===== src/source/armPkg.sv =====
`default_nettype none

package armPkg;

    localparam int wordWidth = 32;
    localparam int regAddrWidth = 4;

    typedef logic [wordWidth-1:0] word_t;       // data, address or instruction
    typedef logic [regAddrWidth-1:0] regAddr_t;
    typedef logic [3:0] flags_t;                // N, Z, C, V
    typedef logic [3:0] cond_t;
    typedef logic [2:0] aluOp_t;
    typedef logic [1:0] immSrc_t;

    typedef enum logic [3:0] {
        FETCH,
        DECODE,
        MEMADR,
        MEMRD,
        MEMWB,
        MEMWR,
        EXECUTER,
        EXECUTEI,
        ALUWB,
        BRANCH
    } ctrlState_t;

    localparam regAddr_t pcReg = 4'd15;
    localparam word_t pcStep = 32'd4;

    // op field, instr[27:26]
    localparam logic [1:0] opDataProc = 2'b00;
    localparam logic [1:0] opMemory = 2'b01;
    localparam logic [1:0] opBranch = 2'b10;

    // cmd field, instr[24:21]
    localparam logic [3:0] cmdAnd = 4'b0000;
    localparam logic [3:0] cmdEor = 4'b0001;
    localparam logic [3:0] cmdSub = 4'b0010;
    localparam logic [3:0] cmdAdd = 4'b0100;
    localparam logic [3:0] cmdOrr = 4'b1100;

    localparam aluOp_t aluAdd = 3'd0;
    localparam aluOp_t aluSub = 3'd1;
    localparam aluOp_t aluAnd = 3'd2;
    localparam aluOp_t aluOrr = 3'd3;
    localparam aluOp_t aluEor = 3'd4;

    localparam immSrc_t immDp8 = 2'b00;     // zero-extended imm8
    localparam immSrc_t immMem12 = 2'b01;   // zero-extended imm12
    localparam immSrc_t immBranch = 2'b10;  // signed imm24, word offset

endpackage

`default_nettype wire


===== src/source/armCore.sv =====
`timescale 1ns/1ps
`default_nettype none

module armCore (
    input logic clk,
    input logic reset,
    output armPkg::word_t adr,
    output armPkg::word_t writeData,
    input armPkg::word_t readData,
    output logic memWrite
);
    import armPkg::*;

    word_t instr;
    flags_t aluFlags;
    logic irWrite;
    logic adrSrc;
    logic [1:0] resultSrc;
    logic aluSrcA;
    logic [1:0] aluSrcB;
    immSrc_t immSrc;
    logic [1:0] regSrc;
    aluOp_t aluOp;
    logic regW;
    logic memW;
    logic pcS;
    logic nextPc;
    logic [1:0] flagW;
    logic regWrite;
    logic pcWrite;

    controlFsm controlFsm_inst (
        .clk(clk),
        .reset(reset),
        .instr(instr),
        .irWrite(irWrite),
        .adrSrc(adrSrc),
        .resultSrc(resultSrc),
        .aluSrcA(aluSrcA),
        .aluSrcB(aluSrcB),
        .immSrc(immSrc),
        .regSrc(regSrc),
        .aluOp(aluOp),
        .regW(regW),
        .memW(memW),
        .pcS(pcS),
        .nextPc(nextPc),
        .flagW(flagW)
    );

    condUnit condUnit_inst (
        .clk(clk),
        .reset(reset),
        .cond(instr[31:28]),
        .aluFlags(aluFlags),
        .flagW(flagW),
        .pcS(pcS),
        .nextPc(nextPc),
        .regW(regW),
        .memW(memW),
        .regWrite(regWrite),
        .memWrite(memWrite),
        .pcWrite(pcWrite)
    );

    dataPath dataPath_inst (
        .clk(clk),
        .reset(reset),
        .adr(adr),
        .writeData(writeData),
        .readData(readData),
        .instr(instr),
        .aluFlags(aluFlags),
        .pcWrite(pcWrite),
        .regWrite(regWrite),
        .irWrite(irWrite),
        .adrSrc(adrSrc),
        .resultSrc(resultSrc),
        .aluSrcA(aluSrcA),
        .aluSrcB(aluSrcB),
        .immSrc(immSrc),
        .regSrc(regSrc),
        .aluOp(aluOp)
    );

endmodule

`default_nettype wire


===== src/source/condUnit.sv =====
`timescale 1ns/1ps
`default_nettype none

module condUnit (
    input logic clk,
    input logic reset,
    input armPkg::cond_t cond,
    input armPkg::flags_t aluFlags,
    input logic [1:0] flagW,
    input logic pcS,
    input logic nextPc,
    input logic regW,
    input logic memW,
    output logic regWrite,
    output logic memWrite,
    output logic pcWrite
);
    import armPkg::*;

    logic [1:0] nzFlags;
    logic [1:0] cvFlags;
    flags_t flags;
    logic n, z, c, v;
    logic ge;
    logic condEx;
    logic condReg;   // condition of the instruction in flight

    assign flags = {nzFlags, cvFlags};
    assign {n, z, c, v} = flags;
    assign ge = (n == v);

    always_ff @(posedge clk or posedge reset) begin
        if (reset)
            nzFlags <= 2'b00;
        else if (flagW[1] & condReg)
            nzFlags <= aluFlags[3:2];
    end

    always_ff @(posedge clk or posedge reset) begin
        if (reset)
            cvFlags <= 2'b00;
        else if (flagW[0] & condReg)
            cvFlags <= aluFlags[1:0];
    end

    always_comb begin
        case (cond)
            4'b0000: condEx = z;             // eq
            4'b0001: condEx = ~z;            // ne
            4'b0010: condEx = c;             // cs
            4'b0011: condEx = ~c;            // cc
            4'b0100: condEx = n;             // mi
            4'b0101: condEx = ~n;            // pl
            4'b0110: condEx = v;             // vs
            4'b0111: condEx = ~v;            // vc
            4'b1000: condEx = c & ~z;        // hi
            4'b1001: condEx = ~c | z;        // ls
            4'b1010: condEx = ge;
            4'b1011: condEx = ~ge;           // lt
            4'b1100: condEx = ~z & ge;       // gt
            4'b1101: condEx = z | ~ge;       // le
            4'b1110: condEx = 1'b1;          // al
            default: condEx = 1'b0;
        endcase
    end

    always_ff @(posedge clk or posedge reset) begin
        if (reset)
            condReg <= 1'b0;
        else
            condReg <= condEx;
    end

    assign regWrite = regW & condReg;
    assign memWrite = memW & condReg;
    assign pcWrite = nextPc | (pcS & condReg);

endmodule

`default_nettype wire


===== src/source/controlFsm.sv =====
`timescale 1ns/1ps
`default_nettype none

module controlFsm (
    input logic clk,
    input logic reset,
    input armPkg::word_t instr,
    output logic irWrite,
    output logic adrSrc,
    output logic [1:0] resultSrc,
    output logic aluSrcA,
    output logic [1:0] aluSrcB,
    output armPkg::immSrc_t immSrc,
    output logic [1:0] regSrc,
    output armPkg::aluOp_t aluOp,
    output logic regW,
    output logic memW,
    output logic pcS,
    output logic nextPc,
    output logic [1:0] flagW
);
    import armPkg::*;

    ctrlState_t state;
    ctrlState_t nextState;
    logic [1:0] op;
    logic [3:0] cmd;
    logic immBit;
    logic sBit;
    logic loadBit;
    regAddr_t rd;
    logic aluDecode;    // execute states take the ALU op from cmd
    logic branch;

    assign op = instr[27:26];
    assign immBit = instr[25];
    assign cmd = instr[24:21];
    assign sBit = instr[20];
    assign loadBit = instr[20];   // L bit for memory ops
    assign rd = instr[15:12];

    always_ff @(posedge clk or posedge reset) begin
        if (reset)
            state <= FETCH;
        else
            state <= nextState;
    end

    always_comb begin
        case (state)
            FETCH: nextState = DECODE;
            DECODE: begin
                case (op)
                    opDataProc: nextState = immBit ? EXECUTEI : EXECUTER;
                    opMemory: nextState = MEMADR;
                    opBranch: nextState = BRANCH;
                    default: nextState = FETCH;   // unsupported op, skip it
                endcase
            end
            MEMADR: nextState = loadBit ? MEMRD : MEMWR;
            MEMRD: nextState = MEMWB;
            EXECUTER: nextState = ALUWB;
            EXECUTEI: nextState = ALUWB;
            default: nextState = FETCH;
        endcase
    end

    // per-state control word
    always_comb begin
        irWrite = 1'b0;
        adrSrc = 1'b0;
        resultSrc = 2'b00;
        aluSrcA = 1'b0;
        aluSrcB = 2'b00;
        nextPc = 1'b0;
        regW = 1'b0;
        memW = 1'b0;
        branch = 1'b0;
        aluDecode = 1'b0;
        case (state)
            FETCH: begin
                irWrite = 1'b1;
                aluSrcA = 1'b1;     // pc + 4
                aluSrcB = 2'b10;
                resultSrc = 2'b10;
                nextPc = 1'b1;
            end
            DECODE: begin
                aluSrcA = 1'b1;     // pc + 8 for R15 reads
                aluSrcB = 2'b10;
                resultSrc = 2'b10;
            end
            MEMADR: aluSrcB = 2'b01;
            MEMRD: adrSrc = 1'b1;
            MEMWB: begin
                resultSrc = 2'b01;
                regW = 1'b1;
            end
            MEMWR: begin
                adrSrc = 1'b1;
                memW = 1'b1;
            end
            EXECUTER: aluDecode = 1'b1;
            EXECUTEI: begin
                aluSrcB = 2'b01;
                aluDecode = 1'b1;
            end
            ALUWB: regW = 1'b1;
            BRANCH: begin
                aluSrcB = 2'b01;    // R15 + offset
                resultSrc = 2'b10;
                branch = 1'b1;
            end
            default: ;
        endcase
    end

    always_comb begin
        aluOp = aluAdd;
        flagW = 2'b00;
        if (aluDecode) begin
            case (cmd)
                cmdSub: aluOp = aluSub;
                cmdAnd: aluOp = aluAnd;
                cmdOrr: aluOp = aluOrr;
                cmdEor: aluOp = aluEor;
                default: aluOp = aluAdd;
            endcase
            flagW[1] = sBit;    // N and Z
            flagW[0] = sBit & ((cmd == cmdAdd) | (cmd == cmdSub));
        end
    end

    assign pcS = branch | (regW & (rd == pcReg));

    always_comb begin
        case (op)
            opMemory: immSrc = immMem12;
            opBranch: immSrc = immBranch;
            default: immSrc = immDp8;
        endcase
    end

    assign regSrc[0] = (op == opBranch);    // read R15 as base
    assign regSrc[1] = (op == opMemory);    // Rd is the store data

endmodule

`default_nettype wire


===== src/source/dataPath.sv =====
`timescale 1ns/1ps
`default_nettype none

module dataPath (
    input logic clk,
    input logic reset,
    output armPkg::word_t adr,
    output armPkg::word_t writeData,
    input armPkg::word_t readData,
    output armPkg::word_t instr,
    output armPkg::flags_t aluFlags,
    input logic pcWrite,
    input logic regWrite,
    input logic irWrite,
    input logic adrSrc,
    input logic [1:0] resultSrc,
    input logic aluSrcA,
    input logic [1:0] aluSrcB,
    input armPkg::immSrc_t immSrc,
    input logic [1:0] regSrc,
    input armPkg::aluOp_t aluOp
);
    import armPkg::*;

    word_t pc;
    word_t data;
    word_t regA;
    word_t regB;
    word_t aluOut;
    word_t aluResult;
    word_t result;
    word_t extImm;
    word_t srcA;
    word_t srcB;
    word_t rd1;
    word_t rd2;
    regAddr_t ra1;
    regAddr_t ra2;
    logic [32:0] sum;   // extra bit holds the carry
    logic carry;
    logic overflow;

    always_ff @(posedge clk or posedge reset) begin
        if (reset)
            pc <= '0;
        else if (pcWrite)
            pc <= result;
    end

    always_ff @(posedge clk or posedge reset) begin
        if (reset)
            instr <= '0;
        else if (irWrite)
            instr <= readData;
    end

    always_ff @(posedge clk) begin
        data <= readData;
        regA <= rd1;
        regB <= rd2;
        aluOut <= aluResult;
    end

    assign adr = adrSrc ? result : pc;
    assign writeData = regB;

    assign ra1 = regSrc[0] ? pcReg : instr[19:16];
    assign ra2 = regSrc[1] ? instr[15:12] : instr[3:0];

    registerFile registerFile_inst (
        .clk(clk),
        .writeEn(regWrite),
        .readAddr1(ra1),
        .readAddr2(ra2),
        .writeAddr(instr[15:12]),
        .writeData(result),
        .pcPlus8(result),
        .readData1(rd1),
        .readData2(rd2)
    );

    always_comb begin
        case (immSrc)
            immDp8: extImm = {24'd0, instr[7:0]};
            immMem12: extImm = {20'd0, instr[11:0]};
            default: extImm = {{6{instr[23]}}, instr[23:0], 2'b00};   // branch offset in words
        endcase
    end

    assign srcA = aluSrcA ? pc : regA;

    always_comb begin
        case (aluSrcB)
            2'b00: srcB = regB;
            2'b01: srcB = extImm;
            default: srcB = pcStep;
        endcase
    end

    always_comb begin
        sum = '0;
        carry = 1'b0;
        overflow = 1'b0;
        case (aluOp)
            aluAdd: begin
                sum = {1'b0, srcA} + {1'b0, srcB};
                aluResult = sum[31:0];
                carry = sum[32];
                overflow = (srcA[31] == srcB[31]) && (aluResult[31] != srcA[31]);
            end
            aluSub: begin
                sum = {1'b0, srcA} + {1'b0, ~srcB} + 33'd1;
                aluResult = sum[31:0];
                carry = sum[32];    // set when no borrow
                overflow = (srcA[31] != srcB[31]) && (aluResult[31] != srcA[31]);
            end
            aluAnd: aluResult = srcA & srcB;
            aluOrr: aluResult = srcA | srcB;
            aluEor: aluResult = srcA ^ srcB;
            default: aluResult = '0;
        endcase
    end

    assign aluFlags = {aluResult[31], (aluResult == '0), carry, overflow};

    always_comb begin
        case (resultSrc)
            2'b00: result = aluOut;
            2'b01: result = data;
            default: result = aluResult;
        endcase
    end

endmodule

`default_nettype wire


===== src/source/registerFile.sv =====
`timescale 1ns/1ps
`default_nettype none

module registerFile (
    input logic clk,
    input logic writeEn,
    input armPkg::regAddr_t readAddr1,
    input armPkg::regAddr_t readAddr2,
    input armPkg::regAddr_t writeAddr,
    input armPkg::word_t writeData,
    input armPkg::word_t pcPlus8,
    output armPkg::word_t readData1,
    output armPkg::word_t readData2
);
    import armPkg::*;

    word_t regs [0:14];   // R0..R14, R15 lives in the PC

    always_ff @(posedge clk) begin
        if (writeEn && (writeAddr != pcReg))
            regs[writeAddr] <= writeData;
    end

    assign readData1 = (readAddr1 == pcReg) ? pcPlus8 : regs[readAddr1];
    assign readData2 = (readAddr2 == pcReg) ? pcPlus8 : regs[readAddr2];

endmodule

`default_nettype wire


===== config.mk =====
export PLATFORM = sky130hd
export DESIGN_NAME = armCore
export DESIGN_NICKNAME = d
export VERILOG_FILES = /design/src/source/armPkg.sv /design/src/source/armCore.sv /design/src/source/condUnit.sv /design/src/source/controlFsm.sv /design/src/source/dataPath.sv /design/src/source/registerFile.sv
export SDC_FILE = /design/constraint.sdc
export NUM_CORES = 2
export LEC_CHECK = 0
export ABC_CLOCK_PERIOD_IN_PS = 5850
export BUFFER_PORTS_ARGS = -buffer_cell sky130_fd_sc_hd__clkbuf_2
export CELL_PAD_IN_SITES_DETAIL_PLACEMENT = 1
export CELL_PAD_IN_SITES_GLOBAL_PLACEMENT = 1
export CORE_MARGIN = 3
export CORE_UTILIZATION = 51
export DETAILED_ROUTE_END_ITERATION = 7
export GPL_TIMING_DRIVEN = 0
export PLACE_DENSITY_LB_ADDON = 0.1
export SYNTH_ARGS = -nofsm -noshare
export SYNTH_HDL_FRONTEND = slang
export SYNTH_SLANG_ARGS = --single-unit

===== constraint.sdc =====
create_clock -name clk -period 5.85 [get_ports clk]
set_input_delay 0.585 -clock clk [delete_from_list [all_inputs] [get_ports clk]]
set_output_delay 0.585 -clock clk [all_outputs]
set_load 0.1 [all_outputs]

Word-level counts from Yosys, hierarchy flattened. Memory sizes are Yosys's and may differ from the RTL's. Index checks and enable logic that the tools add are counted.

Memory bits (writable): 480. Logic and storage cells: 132. Memories: 1. Input port bits: 34. Flip-flop bits (word level): 201. Bits in read-only memories: 0. Bits in latches: 0.

Memory list: dataPath_inst.registerFile_inst.regs (words 15, width 32, read ports 2, clocked after memory_dff 0, wr ports 1, RTL line registerFile.sv:17) `word_t regs [0:14];`.

Eq/ne operators: 45. $lt $le $gt $ge: 0. Multiply operators: 0. Reductions and logical operators: 18. Bitwise logic cells: 23. Muxes and demuxes: 32. $add $sub $neg: 3. Shift-type cells: 0. Divide/modulo/power cells: 0.

Operators with widths (count): $pmux W32 S2 (3); $pmux W32 S5 (1); $mux W32 (4); $add A32 B32 Y33 (2); $eq A4 B4 Y1 const B (13); $eq A4 B3 Y1 const B (9); $add A33 B1 Y33 const B (1); $and A32 B32 Y32 (1); $logic_not A32 Y1 (1); $not A32 Y32 (1); $or A32 B32 Y32 (1); $xor A32 B32 Y32 (1); $eq A4 B2 Y1 const B (5); $pmux W4 S5 (1); $pmux W1 S15 (1); $eq A4 B1 Y1 const B (3); $logic_not A4 Y1 (3); $pmux W2 S2 (3); $pmux W3 S4 (1); $pmux W4 S3 (1); $mux W1 (10); $and A1 B1 Y1 (9); $eq A2 B1 Y1 const B (4); $logic_not A2 Y1 (4); 17 further kinds (38).

Depth between registers and ports, before layout.
Depth in word-level cells: 11. Depth in mapped cells: 23.

By module. A second synthesis with hierarchy kept.

Cell total of the unflattened synthesis: 2908. Area total of the unflattened synthesis: 36473.7 sq um.

Modules (own cells, without submodules): registerFile (instances 1, cells an instance 1396, area each 23018.3 sq um, sequential area each 14413.8 sq um); dataPath (instances 1, cells an instance 1415, area each 12664.6 sq um, sequential area each 4164.0 sq um); controlFsm (instances 1, cells an instance 61, area each 441.7 sq um, sequential area each 100.1 sq um); condUnit (instances 1, cells an instance 36, area each 349.1 sq um, sequential area each 125.1 sq um).

Worst setup path after synthesis. No wires, ideal clock.

Kind: register to output. From: register controlFsm_inst.state[1]. To: output adr[28]. Cell stages (with the launch flop): 20. Path slack: -858 ps. Arrival: 6123 ps. Path buffers: 3. Path through: dfrtp_1 clkbuf_1 nor2_1 a21oi_1 nor2_1 a21oi_1 and2_1 clkbuf_1 a22oi_1 ha_1 clkbuf_1 nor2_1 a211oi_1 o211ai_1 o21ai_2 o21ai_0 o21ba_2 o211ai_1 a21oi_1 o21ai_0.

Longest elaborated chain between the ends: 11. Elaborated cells between the ends (all ways): 41. Classes of those cells: add/sub (3); eq/ne (14); mux (11); bitwise (4); reduce/logical (9).

RTL lines: start: declaration (RTL line controlFsm.sv:24) `ctrlState_t state;`; start signal: assignment (RTL line controlFsm.sv:46) `state <= nextState;`; $eq A4 B2 Y1 (tied with other cells) (RTL line controlFsm.sv:80) `case (state)`; $reduce_or A3 Y1 (no line) / $reduce_or A2 Y1 (equally long branches); $pmux W2 S2 (RTL line controlFsm.sv:80); $eq A2 B1 Y1 / $logic_not A2 Y1 (equally long branches) (RTL line dataPath.sv:93) `case (aluSrcB)`; $pmux W32 S2 (RTL line dataPath.sv:93); $not A32 Y32 (RTL line dataPath.sv:112) `sum = {1'b0, srcA} + {1'b0, ~srcB} + 33'd1;`; $add A32 B32 Y33 (RTL line dataPath.sv:112); $add A33 B1 Y33 (RTL line dataPath.sv:112); $pmux W32 S5 * (RTL line dataPath.sv:104) `case (aluOp)`; net dataPath_inst.aluResult[28] (RTL line dataPath.sv:30) `word_t aluResult;`; $pmux W32 S2 * (RTL line dataPath.sv:127) `case (resultSrc)`; $mux W32 * (RTL line dataPath.sv:64) `assign adr = adrSrc ? result : pc;`; end: declaration (RTL line armCore.sv:7) `output armPkg::word_t adr,`.

Mark *: on every way through the listed nets, which the timed path passes. The rest lies on a longest branch.

Final worst setup path.
From: register dataPath_inst.instr[27]. To: output adr[30].

Longest elaborated chain between the ends: 11. Elaborated cells between the ends (all ways): 17. Classes of those cells: add/sub (3); eq/ne (3); mux (6); bitwise (4); reduce/logical (1).

RTL lines: start: declaration (RTL line dataPath.sv:10) `output armPkg::word_t instr,`; start signal: assignment (RTL line dataPath.sv:54) `instr <= readData;`; $eq A2 B2 Y1 / $eq A2 B1 Y1 (equally long branches) (RTL line controlFsm.sv:137) `case (op)`; $pmux W2 S2 * (RTL line controlFsm.sv:137); $eq A2 B1 Y1 / $logic_not A2 Y1 (equally long branches) (RTL line dataPath.sv:83) `case (immSrc)`; $pmux W32 S2 * (RTL line dataPath.sv:83); $pmux W32 S2 * (RTL line dataPath.sv:93); $not A32 Y32 (RTL line dataPath.sv:112); $add A32 B32 Y33 (RTL line dataPath.sv:112); $add A33 B1 Y33 (RTL line dataPath.sv:112); $pmux W32 S5 * (RTL line dataPath.sv:104); net dataPath_inst.aluResult[30] (RTL line dataPath.sv:30); $pmux W32 S2 * (RTL line dataPath.sv:127); $mux W32 * (RTL line dataPath.sv:64).

Marks and branches as above.

==> results.toml <==
[setup_path]
setup.reg_to_reg.worst_slack_ns = 0.16
cpPeakStageDelay_ns = 0.54
path_class = "flip-flop to output pin"
crit_fanout = 10
rr_worst_depth = 20
timing.critical_path.max_delay_family = "compound AO/OA/AOI/OAI gates"
worstPathArrival_ns = 5.52
crit_required_ns = 5.27
worst_reg2reg_startpoint = "controlFsm_inst.state[0]"
worst_setup_path_end_kind = "output pin"
timing.critical_path.slowest_stage_cell = "sky130_fd_sc_hd__dfrtp_1"
library_cell_appearing_most_often_on_the_critical_path = "sky130_fd_sc_hd__a21oi_4"
worst-path-buf-inv = 4
cp_cell_sequence = "nor2b_1 -> clkbuf_2 -> a22oi_1 -> nor2_1 -> a31o_2 -> ha_4 -> buf_4 -> inv_2 -> a21oi_4 -> o21ai_1 -> a211o_4 -> a311o_2 -> a311o_1 -> o21ba_4 -> o211ai_4 -> a21oi_4 -> o21ai_2 -> clkbuf_16"
reg2reg_to = "dataPath_inst.registerFile_inst.regs[3][25]"
worstSetupStartpointType = "flip-flop"

[clock_tree]
clock_tree.buffer_depth = 3
cts.sinks = 681
clkTransAtPathRegs_ns = 0.07
tritoncts.num_buffers = 70
cts_root_buf = "sky130_fd_sc_hd__clkbuf_16"
cts_tree = "yes"
ctsHtreeMaxLevel = 3
insertion_delay_ns = 0.63

[die]
fp.dieH_um = 273
die_x_um = 273
boundaryPins = 99
die_area_mm2 = 0.0747
initial_utilization = 0.518
core_mm2 = 0.0704
num_rows = 97

[min_path]
endpoint_worst_hold = "dataPath_inst.data[7]"
hold_path.startpoint = "readData[7]"
min_delay_path_depth = 1
hold_path.class = "input pin to flip-flop"

[timing]
finalCritPeriodShare = 1.04
max_slew_margin = -0.0161
tightestPinTransition_ns = 1.51
setup_viol = 10
final.min_clock_period_ns = 6.11
fmax_mhz = 164
clock-skew-final_ns = 0.0227
final.setup.worst_slack_ns = -0.260
final-max-slew-violation-count = 6
hold_violations = 0
rsz0062_at_grt = "yes"
setup_tns_ns = -1.37

[synth]
synthesis.yosys.warnings = 0
synth_top_area_share = 0.395
synth-async-reset-ratio = 0.107
synth_xor_xnor_area_share = 0.00288
ys_seq_elements = 681
yosys.area.top_type = "sky130_fd_sc_hd__edfxtp_1"
synth_top_cells_by_area = "sky130_fd_sc_hd__edfxtp_1, sky130_fd_sc_hd__dfxtp_1, sky130_fd_sc_hd__dfrtp_1"
syn_area_mm2 = 0.0365
yosysSeqAreaShare = 0.516
syn_area_per_cell_um2 = 10.8
synth-compound-area-share = 0.200
synth_top_family_by_area = "compound AO/OA/AOI/OAI gates"
synth_simple_gate_area_frac = 0.107
yosys.cell_types.count = 107
syn_nets = 3501
synth.area.mux_share = 0.0981
postSynth.topFlopCell = "sky130_fd_sc_hd__edfxtp_1"
synth_enable_flop_cells = 480
synth-adder-area-share = 0.0344
syn-instance-count = 3368

[global_route]
first_global_vias = 33800
gr-total-overflow = 0
gr-usage-all-layers = 0.416
grt_pass1_wl_um = 228000
antenna_found_initial = 9
grt_max_degree = 60

[route]
detail_route.wirelength.met1_um = 57300
drt_iter0_markers = 4221
highest_layer_used_for_signal_routing = "met5"
vias = 33100
drt_pre_antenna_iters = 6
finalWirelength_um = 163000
wl_met3_um = 16500
met2WireLength_um = 76100
via_count_normalized_by_instance_count = 7.08
drt.antenna.violating_nets = 0
routedWlPerCell_um = 34.8
drc_errors = 0

[layout]
fin_cells = 4672
final_layout_size_suffix_gt1_frac = 0.233
final_net_count = 3805
fill_cells = 7157
area.growth.synth_to_final_pct = 21.6

[placement]
placedCellCount = 4431
detailed_place_hpwl_um = 116000
routabilityCongestion = 0.986
numPortBuffers = 98

[flow_run]
cap_violations = 1

[run_status]
failed_checks = "max-capacitance violations, max-slew violations, negative setup slack"
outcome = "finished, violations left"
-- what timing repair did --
item                                    4_1_cts  5_1_grt
endpoints found under the setup margin      449       29
gates resized for setup                     326      216
hold buffers                                  1        0
gates cloned                                  1        1
pin swaps                                    52       99
endpoints found under the hold margin        14        0
setup buffers                                51       63
-- cell families after synthesis --
family,count (synthesis)
AOI/OAI and AO/OA,1048
and+or+nand+nor,829
DFF,681
buffers and inverters,394
muxes,305
adders and majority gates,99
xor gates and xnor gates,12
-- synthesized netlist by cell type, drive strengths merged (77+ instances only) --
| master | n |
|---|---|
| clkbuf | 200 |
| inv | 142 |
| and2 | 77 |
| a21oi | 301 |
| ha | 97 |
| mux2i | 174 |
| edfxtp | 480 |
| nor2 | 190 |
| o21ai | 171 |
| nand2 | 343 |
| a211oi | 107 |
| mux2 | 99 |
| dfxtp | 128 |
-- registers in the layout, summed over array words and instances, names as in the netlist, 2 cells and up --
register	flops
dataPath_inst.registerFile_inst.regs	480
dataPath_inst.aluOut	32
dataPath_inst.data	32
dataPath_inst.instr	32
dataPath_inst.pc	32
dataPath_inst.regA	32
dataPath_inst.writeData	32
controlFsm_inst.state	4
condUnit_inst.cvFlags	2
condUnit_inst.nzFlags	2
-- per-stage QoR --
stage,util,setup WS [ns],hold slack (ns),instance area (um^2)
floorplan,-,-0.0998,0.443,36500
global placement,0.542,-1.83,0.505,38100
detailed placement,0.550,-2.17,0.509,38700
CTS,0.609,-0.0626,0.0758,42900
global route,0.630,-0.352,0.0788,44300
finish,0.630,-0.260,0.0864,44300
-- area by class of cell --
cell class / count / area [um^2] / area share
clock buffers: 95 / 2000 / 0.0451
repair buffers: 240 / 2220 / 0.0500
multi-input cells: 2293 / 18000 / 0.405
clock inverters: 31 / 329 / 0.00742
flip-flops and latches: 681 / 18800 / 0.424
inverters: 142 / 538 / 0.0121
well taps: 940 / 1180 / 0.0265
diodes: 6 / 15.0 / 0.000339
plain buffers: 244 / 1280 / 0.0289
-- how the worst max path moves through the flow --
stage	from	endpoint	slack [ns]	depth (start not counted)
CTS	controlFsm_inst.state[3]	adr[16]	-0.06	24
global placement	dataPath_inst.instr[17]	adr[29]	-1.83	17
finish	dataPath_inst.instr[27]	adr[30]	-0.26	18
detailed placement	controlFsm_inst.state[1]	adr[16]	-2.17	20
floorplan	controlFsm_inst.state[1]	adr[28]	-0.1	19
global route	controlFsm_inst.state[0]	adr[19]	-0.35	20
-- routing by layer --
layer	global-route usage	up-vias
li1	-	13400
met1	0.487	16500
met2	0.690	2426
met3	0.0982	789
met4	0.259	8
met5	0	-
-- worst register-to-register path: stages, from the launching register on --
cell	delay, ns
sky130_fd_sc_hd__dfrtp_1	0.40
sky130_fd_sc_hd__clkbuf_1	0.48
sky130_fd_sc_hd__a21oi_4	0.14
sky130_fd_sc_hd__buf_12	0.19
sky130_fd_sc_hd__and2_4	0.21
sky130_fd_sc_hd__buf_12	0.15
sky130_fd_sc_hd__a22oi_2	0.26
sky130_fd_sc_hd__ha_1	0.31
sky130_fd_sc_hd__buf_6	0.14
sky130_fd_sc_hd__nand4bb_4	0.29
sky130_fd_sc_hd__nor4_4	0.39
sky130_fd_sc_hd__o211ai_4	0.18
sky130_fd_sc_hd__and3_4	0.22
sky130_fd_sc_hd__buf_6	0.13
sky130_fd_sc_hd__a21oi_4	0.15
sky130_fd_sc_hd__buf_4	0.13
sky130_fd_sc_hd__nand4_1	0.18
sky130_fd_sc_hd__mux2i_1	0.17
sky130_fd_sc_hd__o211ai_1	0.47
sky130_fd_sc_hd__a21boi_1	0.28
sky130_fd_sc_hd__inv_1	0.54
-- cell usage in the layout, fill, tap and decap left out, types with 62 or more instances in the layout --
cell and instances:
sky130_fd_sc_hd__a211oi_1 97, sky130_fd_sc_hd__a21oi_1 265, sky130_fd_sc_hd__a311oi_1 74, sky130_fd_sc_hd__and2_1 62, sky130_fd_sc_hd__buf_4 110, sky130_fd_sc_hd__clkbuf_1 178, sky130_fd_sc_hd__clkbuf_16 85, sky130_fd_sc_hd__clkbuf_2 80
sky130_fd_sc_hd__dfrtp_1 72, sky130_fd_sc_hd__dfxtp_1 128, sky130_fd_sc_hd__edfxtp_1 480, sky130_fd_sc_hd__ha_1 73, sky130_fd_sc_hd__inv_1 130, sky130_fd_sc_hd__mux2_2 98, sky130_fd_sc_hd__mux2i_1 172, sky130_fd_sc_hd__nand2_1 330
sky130_fd_sc_hd__nor2_1 152, sky130_fd_sc_hd__o21ai_0 118
Power is left out: the tool's default activity adds up to more than one toggle a clock period on the data nets, which glitch-free logic cannot reach.
